## config.mk

```make
export PLATFORM = sky130hd
export DESIGN_NAME = decode_stage
export DESIGN_NICKNAME = d
export VERILOG_FILES = /design/src/hw/rv_isa_pkg.sv /design/src/hw/uop_pkg.sv /design/src/hw/decode_stage.sv /design/src/hw/imm_gen.sv /design/src/hw/op_decode.sv
export SDC_FILE = /design/constraint.sdc
export NUM_CORES = 1
export LEC_CHECK = 0
export BUFFER_PORTS_ARGS = -buffer_cell sky130_fd_sc_hd__buf_4
export CORE_MARGIN = 2
export CORE_UTILIZATION = 47
export CTS_CLUSTER_DIAMETER = 40
export DETAILED_ROUTE_END_ITERATION = 10
export GPL_TIMING_DRIVEN = 0
export PLACE_DENSITY = 0.8
export SLEW_MARGIN = 20
export SYNTH_ARGS = -nofsm -noshare
export SYNTH_HDL_FRONTEND = slang
export SYNTH_SLANG_ARGS = --single-unit
```

## constraint.sdc

```tcl
create_clock -name clk_g -period 4.9 [get_ports clk_g]
set_input_delay 1.225 -clock clk_g [delete_from_list [all_inputs] [get_ports clk_g]]
set_output_delay 1.225 -clock clk_g [all_outputs]
set_load 0.005 [all_outputs]
```

## src/hw/rv_isa_pkg.sv

```systemverilog
// RV32 instruction field positions and widths, opcode enum, instruction vector types
`default_nettype none

package rv_isa_pkg;

    // Base vector widths
    localparam int instr_width   = 32;
    localparam int addr_width    = 32;
    localparam int reg_idx_width = 5;

    // Field widths
    localparam int opcode_width = 7;
    localparam int funct3_width = 3;
    localparam int funct7_width = 7;

    // Field positions (lowest bit of each field)
    localparam int opcode_lsb = 0;
    localparam int rd_lsb     = 7;
    localparam int funct3_lsb = 12;
    localparam int rs1_lsb    = 15;
    localparam int rs2_lsb    = 20;
    localparam int funct7_lsb = 25;

    typedef logic [instr_width-1:0]   instr_t;
    typedef logic [addr_width-1:0]    addr_t;
    typedef logic [reg_idx_width-1:0] reg_idx_t;
    typedef logic [funct3_width-1:0]  funct3_t;
    typedef logic [funct7_width-1:0]  funct7_t;

    // Major opcodes handled by the decoder
    // SYSTEM and MISC-MEM are absent and fall out as unknown
    typedef enum logic [opcode_width-1:0] {
        op_load   = 7'h03,
        op_imm    = 7'h13,
        op_auipc  = 7'h17,
        op_store  = 7'h23,
        op_reg    = 7'h33,
        op_lui    = 7'h37,
        op_branch = 7'h63,
        op_jalr   = 7'h67,
        op_jal    = 7'h6f
    } opcode_t;

endpackage

`default_nettype wire

```

## src/hw/uop_pkg.sv

```systemverilog
// Micro-op enums (unit, function, operand selects, memory size), decoder control and micro-op structs
`default_nettype none

package uop_pkg;

    import rv_isa_pkg::*;

    typedef enum logic [2:0] {
        unit_alu    = 3'd0,
        unit_mul    = 3'd1,
        unit_div    = 3'd2,
        unit_branch = 3'd3,
        unit_mem    = 3'd4
    } exec_unit_t;

    // Zero is reserved, it flags an illegal instruction
    typedef enum logic [5:0] {
        func_none = 6'd0,
        func_lui, func_auipc,
        func_add, func_sub, func_sll, func_slt, func_sltu,
        func_xor, func_srl, func_sra, func_or, func_and,
        func_mul, func_mulh, func_mulhsu, func_mulhu,
        func_div, func_divu, func_rem, func_remu,
        func_jal, func_jalr,
        func_beq, func_bne, func_blt, func_bge, func_bltu, func_bgeu,
        func_lb, func_lh, func_lw, func_lbu, func_lhu,
        func_sb, func_sh, func_sw
    } func_t;

    typedef enum logic [1:0] {
        op1_rs1  = 2'd0,
        op1_zero = 2'd1,
        op1_pc   = 2'd2
    } op1_sel_t;

    typedef enum logic {
        op2_rs2 = 1'b0,
        op2_imm = 1'b1
    } op2_sel_t;

    typedef enum logic [1:0] {
        mem_none = 2'd0,
        mem_byte = 2'd1,
        mem_half = 2'd2,
        mem_word = 2'd3
    } mem_size_t;

    typedef logic [31:0] imm_t;

    // Control fields produced by the opcode decoder
    typedef struct packed {
        exec_unit_t unit;
        func_t      func;
        op1_sel_t   op1_sel;
        op2_sel_t   op2_sel;
        logic       load;
        logic       store;
        mem_size_t  mem_size;
        logic       mem_signed;
    } dec_ctrl_t;

    // Micro-op handed to the issue stage
    typedef struct packed {
        logic       valid;
        exec_unit_t unit;
        func_t      func;
        op1_sel_t   op1_sel;
        op2_sel_t   op2_sel;
        imm_t       imm;
        reg_idx_t   rd;
        reg_idx_t   rs1;
        reg_idx_t   rs2;
        logic       load;
        logic       store;
        mem_size_t  mem_size;
        logic       mem_signed;
        addr_t      pc;
    } uop_t;

endpackage

`default_nettype wire

```

## src/hw/decode_stage.sv

```systemverilog
// Decode stage top level with micro-op assembly, illegal detect and stalled output register
`timescale 1ns/10ps
`default_nettype none

module decode_stage
    import rv_isa_pkg::*, uop_pkg::*;
(
    input  logic   clk_g,
    input  logic   rst_g,
    input  logic   instr_valid,
    input  instr_t instr,
    input  addr_t  instr_pc,
    output logic   ready,
    input  logic   stall,
    input  logic   flush,
    output uop_t   uop,
    output logic   exc_illegal,
    output addr_t  exc_pc
);

    imm_t      imm;
    dec_ctrl_t ctrl;
    logic      live;
    logic      illegal;
    uop_t      uop_next;
    uop_t      uop_q;

    // ========================================
    // Combinational decode
    // ========================================
    imm_gen i_imm_gen (
        .instr (instr),
        .imm   (imm)
    );

    op_decode i_op_decode (
        .instr (instr),
        .ctrl  (ctrl)
    );

    assign live    = instr_valid && !flush;
    assign illegal = (ctrl.func == func_none);

    // Exception is reported in the decode cycle itself
    assign exc_illegal = live && illegal;
    assign exc_pc      = instr_pc;

    // Input is only accepted when not stalled
    assign ready = !stall;

    always_comb begin
        uop_next.valid      = live && !illegal;
        uop_next.unit       = ctrl.unit;
        uop_next.func       = ctrl.func;
        uop_next.op1_sel    = ctrl.op1_sel;
        uop_next.op2_sel    = ctrl.op2_sel;
        uop_next.imm        = imm;
        uop_next.rd         = reg_idx_t'(instr[rd_lsb +: reg_idx_width]);
        uop_next.rs1        = reg_idx_t'(instr[rs1_lsb +: reg_idx_width]);
        uop_next.rs2        = reg_idx_t'(instr[rs2_lsb +: reg_idx_width]);
        uop_next.load       = ctrl.load;
        uop_next.store      = ctrl.store;
        uop_next.mem_size   = ctrl.mem_size;
        uop_next.mem_signed = ctrl.mem_signed;
        uop_next.pc         = instr_pc;
    end

    // ========================================
    // Output register
    // ========================================
    // Payload loads whenever the stage advances, reset only drops valid
    always_ff @(posedge clk_g) begin
        if (!stall) begin
            uop_q <= uop_next;
        end
        if (rst_g) begin
            uop_q.valid <= 1'b0;
        end
    end

    assign uop = uop_q;

endmodule

`default_nettype wire

```

## src/hw/imm_gen.sv

```systemverilog
// Immediate generator for the I, U, J, S and B formats with opcode select
`timescale 1ns/10ps
`default_nettype none

module imm_gen
    import rv_isa_pkg::*, uop_pkg::*;
(
    input  instr_t instr,
    output imm_t   imm
);

    opcode_t opcode;
    imm_t    i_imm;
    imm_t    u_imm;
    imm_t    j_imm;
    imm_t    s_imm;
    imm_t    b_imm;

    assign opcode = opcode_t'(instr[opcode_lsb +: opcode_width]);

    // All formats take their sign from bit 31
    assign i_imm = {{20{instr[31]}}, instr[31:20]};
    assign u_imm = {instr[31:12], 12'b0};
    assign s_imm = {{20{instr[31]}}, instr[31:25], instr[11:7]};

    // Jump and branch offsets are in halfwords, bit 0 is implied zero
    assign j_imm = {{12{instr[31]}}, instr[19:12], instr[20], instr[30:21], 1'b0};
    assign b_imm = {{20{instr[31]}}, instr[7], instr[30:25], instr[11:8], 1'b0};

    always_comb begin
        case (opcode)
            op_load,
            op_jalr,
            op_imm:    imm = i_imm;
            op_lui,
            op_auipc:  imm = u_imm;
            op_jal:    imm = j_imm;
            op_branch: imm = b_imm;
            op_store:  imm = s_imm;
            // R-type and unknown opcodes
            default:   imm = '0;
        endcase
    end

endmodule

`default_nettype wire

```

## src/hw/op_decode.sv

```systemverilog
// Opcode decoder mapping opcode, funct3 and funct7 to unit, function, operand selects and memory flags
`timescale 1ns/10ps
`default_nettype none

module op_decode
    import rv_isa_pkg::*, uop_pkg::*;
(
    input  instr_t    instr,
    output dec_ctrl_t ctrl
);

    opcode_t opcode;
    funct3_t funct3;
    funct7_t funct7;

    assign opcode = opcode_t'(instr[opcode_lsb +: opcode_width]);
    assign funct3 = instr[funct3_lsb +: funct3_width];
    assign funct7 = instr[funct7_lsb +: funct7_width];

    // Integer ALU table shared by OP-IMM and OP
    // alt is funct7 bit 5, sub only exists in the register form
    function automatic func_t alu_func(input funct3_t f3, input logic alt, input logic sub_ok);
        func_t f;
        case (f3)
            3'd0:    f = (sub_ok && alt) ? func_sub : func_add;
            3'd1:    f = func_sll;
            3'd2:    f = func_slt;
            3'd3:    f = func_sltu;
            3'd4:    f = func_xor;
            3'd5:    f = alt ? func_sra : func_srl;
            3'd6:    f = func_or;
            default: f = func_and;
        endcase
        return f;
    endfunction

    // ========================================
    // Decode tree
    // ========================================
    always_comb begin
        // Anything not matched below stays func_none
        ctrl = '0;

        case (opcode)
            op_lui: begin
                ctrl.unit    = unit_alu;
                ctrl.func    = func_lui;
                ctrl.op1_sel = op1_zero;
                ctrl.op2_sel = op2_imm;
            end
            op_auipc: begin
                ctrl.unit    = unit_alu;
                ctrl.func    = func_auipc;
                ctrl.op1_sel = op1_pc;
                ctrl.op2_sel = op2_imm;
            end
            op_imm: begin
                ctrl.unit    = unit_alu;
                ctrl.func    = alu_func(funct3, funct7[5], 1'b0);
                ctrl.op2_sel = op2_imm;
            end
            op_reg: begin
                if (funct7[0]) begin
                    // M extension, upper half of funct3 goes to the divider
                    ctrl.unit = funct3[2] ? unit_div : unit_mul;
                    case (funct3)
                        3'd0:    ctrl.func = func_mul;
                        3'd1:    ctrl.func = func_mulh;
                        3'd2:    ctrl.func = func_mulhsu;
                        3'd3:    ctrl.func = func_mulhu;
                        3'd4:    ctrl.func = func_div;
                        3'd5:    ctrl.func = func_divu;
                        3'd6:    ctrl.func = func_rem;
                        default: ctrl.func = func_remu;
                    endcase
                end else begin
                    ctrl.unit = unit_alu;
                    ctrl.func = alu_func(funct3, funct7[5], 1'b1);
                end
            end
            op_jal: begin
                ctrl.unit    = unit_branch;
                ctrl.func    = func_jal;
                ctrl.op1_sel = op1_pc;
                ctrl.op2_sel = op2_imm;
            end
            op_jalr: begin
                ctrl.unit    = unit_branch;
                ctrl.func    = func_jalr;
                ctrl.op2_sel = op2_imm;
            end
            op_branch: begin
                ctrl.unit = unit_branch;
                case (funct3)
                    3'd0:    ctrl.func = func_beq;
                    3'd1:    ctrl.func = func_bne;
                    3'd4:    ctrl.func = func_blt;
                    3'd5:    ctrl.func = func_bge;
                    3'd6:    ctrl.func = func_bltu;
                    3'd7:    ctrl.func = func_bgeu;
                    default: ctrl.func = func_none;
                endcase
            end
            op_load: begin
                ctrl.unit    = unit_mem;
                ctrl.load    = 1'b1;
                ctrl.op2_sel = op2_imm;
                case (funct3)
                    3'd0: begin
                        ctrl.func       = func_lb;
                        ctrl.mem_size   = mem_byte;
                        ctrl.mem_signed = 1'b1;
                    end
                    3'd1: begin
                        ctrl.func       = func_lh;
                        ctrl.mem_size   = mem_half;
                        ctrl.mem_signed = 1'b1;
                    end
                    3'd2: begin
                        ctrl.func       = func_lw;
                        ctrl.mem_size   = mem_word;
                        ctrl.mem_signed = 1'b1;
                    end
                    3'd4: begin
                        ctrl.func     = func_lbu;
                        ctrl.mem_size = mem_byte;
                    end
                    3'd5: begin
                        ctrl.func     = func_lhu;
                        ctrl.mem_size = mem_half;
                    end
                    default: ctrl.func = func_none;
                endcase
            end
            op_store: begin
                // Operands stay rs1 and rs2, the offset rides in imm
                ctrl.unit  = unit_mem;
                ctrl.store = 1'b1;
                case (funct3)
                    3'd0: begin
                        ctrl.func     = func_sb;
                        ctrl.mem_size = mem_byte;
                    end
                    3'd1: begin
                        ctrl.func     = func_sh;
                        ctrl.mem_size = mem_half;
                    end
                    3'd2: begin
                        ctrl.func     = func_sw;
                        ctrl.mem_size = mem_word;
                    end
                    default: ctrl.func = func_none;
                endcase
            end
            default: ;
        endcase
    end

endmodule

`default_nettype wire

```

# After elaboration in Yosys (flattened, before gate mapping)
# Index checks and enable logic that the tools add are counted.
# classes
n_shift	0
eq_ne	16
magnitude_cmp	0
n_mux	20
addsub	0
reduce_logical	15
mul	0
bitwise	0
div_mod_pow	0
# ops
cell	count
case mux 32 bit (5 select lines)	1
case mux 6 bit (7 select lines)	2
case mux 9 bit (9 select lines)	1
case mux 5 bit (7 select lines)	1
case mux 5 bit (6 select lines)	1
case mux 6 bit (5 select lines)	1
equality test 7 x 6 -> 1 bit, second input constant	3
equality test 7 bit, second input constant	3
case mux 6 bit (3 select lines)	1
equality test 7 x 5 -> 1 bit, second input constant	2
equality test 3 bit, second input constant	4
case mux 2 bit (3 select lines)	2
two-way mux 9 bit	1
case mux 2 bit (2 select lines)	2
OR reduction 2 bit	4
equality test 7 x 2 -> 1 bit, second input constant	1
equality test 3 x 2 -> 1 bit, second input constant	2
zero test 6 bit	1
OR reduction 3 bit	2
OR reduction 6 bit	1
two-way mux 1 bit	4
two-way mux 2 bit	2
equality test 3 x 1 -> 1 bit, second input constant	1
logical AND 1 bit	3
other kinds (3)	5
# word_totals
mem_count	0
in_bits	69
out_inout_bits	131
elab_cells	65
mem_bits_ro	0
ramBits	0
latch_bits	0
ff_bits	97

# Logic depth before layout (Yosys ltp)
# logic_depth
word_depth	7
depth_mapped	9
depth_no_buf	6

# By module
# From an unflattened synthesis, not the netlist that was laid out.
# hier_totals
hier_cells	315
hier_area_um2	4434.3
# by_module_without_submodules
module	cells_each	n_inst	seq_area_each_um2	area_per_inst_um2
decode_stage	139	1	2902.8	3199.3
op_decode	103	1	0.0	653.1
imm_gen	73	1	0.0	581.8

# Least setup slack after synthesis
# Ideal clock, no wire load.
# synth_path
kind	in2out
from	input port stall
to	output port ready
setup_slack_ps	565
path_stages	1
n_path_buf	0
required_time_ps	3675
arrival_time_ps	3110
path_cell_list	inv_1
# synth_via
elab_chain_cells	1
# synth_rtl
element	line	rtl
start: declaration	decode_stage.sv:14	input logic stall,
zero test 1 bit	-	
end: declaration	decode_stage.sv:13	output logic ready,
# Every way passes these cells.

==> summary.md <==
| Metric | Value |
|---|---|
| Max FFs per register | 97 |
| Clk slew on worst S/H paths | about 90 ps |
| Chip Height | 100 um |
| First-pass GRT wire length | ~17 mm |
| Iteration count of the initial detailed-routing pass | 5 |
| Synth top area cells | edfxtp_1 66%, buf_4 5.9%, a21o_1 3.5%, nor2_1 1.5%, nand2_1 1.4% |
| Vias | 3388 |
| Most common cell in the netlist | edfxtp_1 |
| Die ar. | roughly 10000 um2 |
| Antenna cells | 0 |
| Crit path to | exc_illegal |
| Flop2flop setup slack | 4320 ps |
| Rows | 35 |
| I/O pin cnt | 200 |
| Post-Syn Area | around 4300 um2 |
| Drt total wl | around 12 mm |
| Switching share of total power | 0.228 |
| Arr. time, crit path | 3130 ps |
| Maximum clock path buffer count | 2 |
| Synth Area in Simple Gates | 0.127 |
| Nets | approximately 590 |
| Startpoint types | primary input |
| Most frequent cells after synthesis | 96 x edfxtp_1, 34 x buf_4, 20 x a21o_1 |
| Worst vdd ir | 0.161 mV |
| R2R Path Start | uop[96]$_SDFFE_PP0N_ |
| Reg2Reg Depth | 2 |
| CTS tree | done |
| Fmax | approximately 230 MHz |
| # Post-CTS Setup Buffers | 0 |
| Area occupied by registers | a little under 3000 um2 |
| Combinational share of power | 0.158 |
| CP Launch Point | instr[5] |
| Area delta synth->final | 41.7% |
| CTS root buf | clkbuf_8 |
| CTS buffer count | 9 |
| Flop pwr share | 0.560 |
| Die width | 100 um |
| Initial Util | 0.476 |
| Power share of the clock group | 0.282 |
| Vias per inst | 5.34 |
| Net Count, Synth | 382 |
| Vias in the first global route | between 3000 and 4000 |
| Post-synthesis adder-cell area fraction | 0 |
| WP data required | about 3700 ps |
| Leak pwr | about 2.8 nW |
| Synth Area in Compound Gates | 0.111 |
| Detail Route Antenna Nets | 0 |
| Tcrit/Tclk final | 0.888 |
| Hpwl dp | roughly 9.3 mm |
| CP max FO | 10 |
| Worst slew margin | 0.626 |
| Worst hold slack | ~500 ps |
| Final Max Tran Viols | 0 |
| Register area share after synthesis | 0.669 |
| CTS H-Tree Depth | 3 |
| Overall Global Routing Usage | 0.231 |
| Main synth FF type | edfxtp_1 |
| Routability Congestion | slightly below 0.9 |
| RSZ-0062 raised after global routing | false |
| Share of cells above drive strength 1 | 0.507 |
| Hold Buf Count CTS | 0 |
| Crit. End Element | primary output |
| Area leader, netlist | edfxtp_1 |
| Worst slew pin tran | between 500 and 600 ps |
| Max-cap violations | 0 |
| DRC viols | 0 |
| XOR/XNOR Fraction of Synth Area | 0.00404 |
| Setup violations, final | 0 |
| Pint | ~1.4 mW |
| Crit path time final | approximately 4400 ps |
| Post_cts resized | 0 |
| Final core occ | 0.675 |
| Synth Area per Inst | around 14 um2 |
| Fill cells | slightly below 700 |
| Share of Yosys cell area claimed by the top area cell type | 0.665 |
| Worst Path Class, Setup | primary input to primary output |
| Synth Register Bits | 97 |
| Final hold vios | 0 |
| Largest net degree at the start of global routing | 57 |
| Psw | about 0.40 mW |
| # clock sinks | 97 |
| Port Buffer Count | 194 |
| Multi-input logic area | 1050 um2 |
| HP Class | flip-flop to flip-flop |
| Ys Warns | 0 |
| Clock Skews | 0 ps |
| Initial antenna violation count | 0 |
| FF-to-FF End | uop[96]$_SDFFE_PP0N_ |
| Core area | approximately 9000 um2 |
| Post-DR wirelength/cell | 19.0 um |
| Grt total ovfl | 0 |
| Synth async-reset ratio | 0 |
| Post-synthesis mux area share | 0 |
| Main combinational cell family by area after synthesis | simple AND/OR/NAND/NOR gates |
| Iteration-0 DRC Markers | between 200 and 250 |
| Status | completed |
| Syn Inst Count | roughly 310 |
| Power Dens Cells | between 200 and 300 nW/um2 |
| Worst-skew pair later-pin latency | between 300 and 400 ps |
| Post-synth EDFFs | between 90 and 100 |
| Synth cell types | 56 |
==> per-stage QoR <==
| stage | power [mW] | TNS, ps | worst slack [ps] | instances | area, um2 |
|---|---|---|---|---|---|
| 2_1_floorplan | 1.10 | 0 | 565 | 313 | 4340 |
| 3_5_place_dp | 1.29 | 0 | 543 | 619 | 5960 |
| 5_1_grt | 1.82 | 0 | 415 | 634 | 6150 |
| 3_3_place_gp | 1.28 | -492 | -492 | 618 | 5930 |
| 6_report | 1.76 | 0 | 548 | 634 | 6150 |
| 4_1_cts | 1.78 | 0 | 538 | 634 | 6150 |
==> cell families (layout without fill, tap and decap cells) <==
group / after synthesis / count (layout)
AOI/OAI and AO/OA: 64 / 64
xor gates and xnor gates: 2 / 2
buffers and inverters: 59 / 269
DFF: 97 / 97
and+or+nand+nor: 91 / 91
==> power groups by stage <==
stage               Combinational, mW  Sequential, mW  Clock [mW]
finish                          0.279           0.988       0.497
global route                    0.297           0.993       0.534
CTS                             0.280           0.989       0.507
detailed placement              0.280            1.01           0
global placement                0.269            1.01           0
floorplan                      0.0849            1.02           0
==> routing by layer <==
metal,vias to the layer above,wire [um],part of all wire,GRT usage
li1,1569,-,-,-
met1,1606,4470,0.37,0.276
met2,188,6140,0.51,0.394
met3,25,1010,0.084,0.0627
met4,0,414,0.034,0.0969
met5,-,0,0,0
==> worst min path at each step <==
| stage | start | endpoint | slack [ps] | depth (start not counted) |
|---|---|---|---|---|
| 2_1_floorplan | uop[96]$_SDFFE_PP0N_ | uop[96]$_SDFFE_PP0N_ | 480 | 2 |
| 3_3_place_gp | uop[96]$_SDFFE_PP0N_ | uop[96]$_SDFFE_PP0N_ | 480 | 2 |
| 3_5_place_dp | uop[96]$_SDFFE_PP0N_ | uop[96]$_SDFFE_PP0N_ | 490 | 2 |
| 4_1_cts | uop[96]$_SDFFE_PP0N_ | uop[96]$_SDFFE_PP0N_ | 520 | 2 |
| 5_1_grt | uop[96]$_SDFFE_PP0N_ | uop[96]$_SDFFE_PP0N_ | 560 | 2 |
| 6_report | uop[96]$_SDFFE_PP0N_ | uop[96]$_SDFFE_PP0N_ | 510 | 2 |
==> layout by cell type (no fill, tap or decap), drive strengths merged, types with 6 or more instances in the layout <==
cell type / instances
a21o: 20
a21oi: 9
and2: 9
buf: 243
clkbuf: 16
edfxtp: 96
inv: 6
nand2: 16
nor2: 17
nor3: 8
o21ai: 7
==> worst max-delay path, stage by stage <==
cell and delay (ps):
buf_4 110, buf_2 160, and3b_1 240, o221a_1 230, or4_4 550, nor4_4 320, nor2b_1 160, buf_4 110
==> layout make-up <==
cell class	instances	share of cell area
sequential	97	0.472
timing repair buffer	195	0.241
multi-input combinational	157	0.171
buffer	54	0.0596
tap	111	0.0226
clock buffer	10	0.0208
clock inverter	5	0.00896
inverter	5	0.00346
Power figures use the tool's default switching activity.
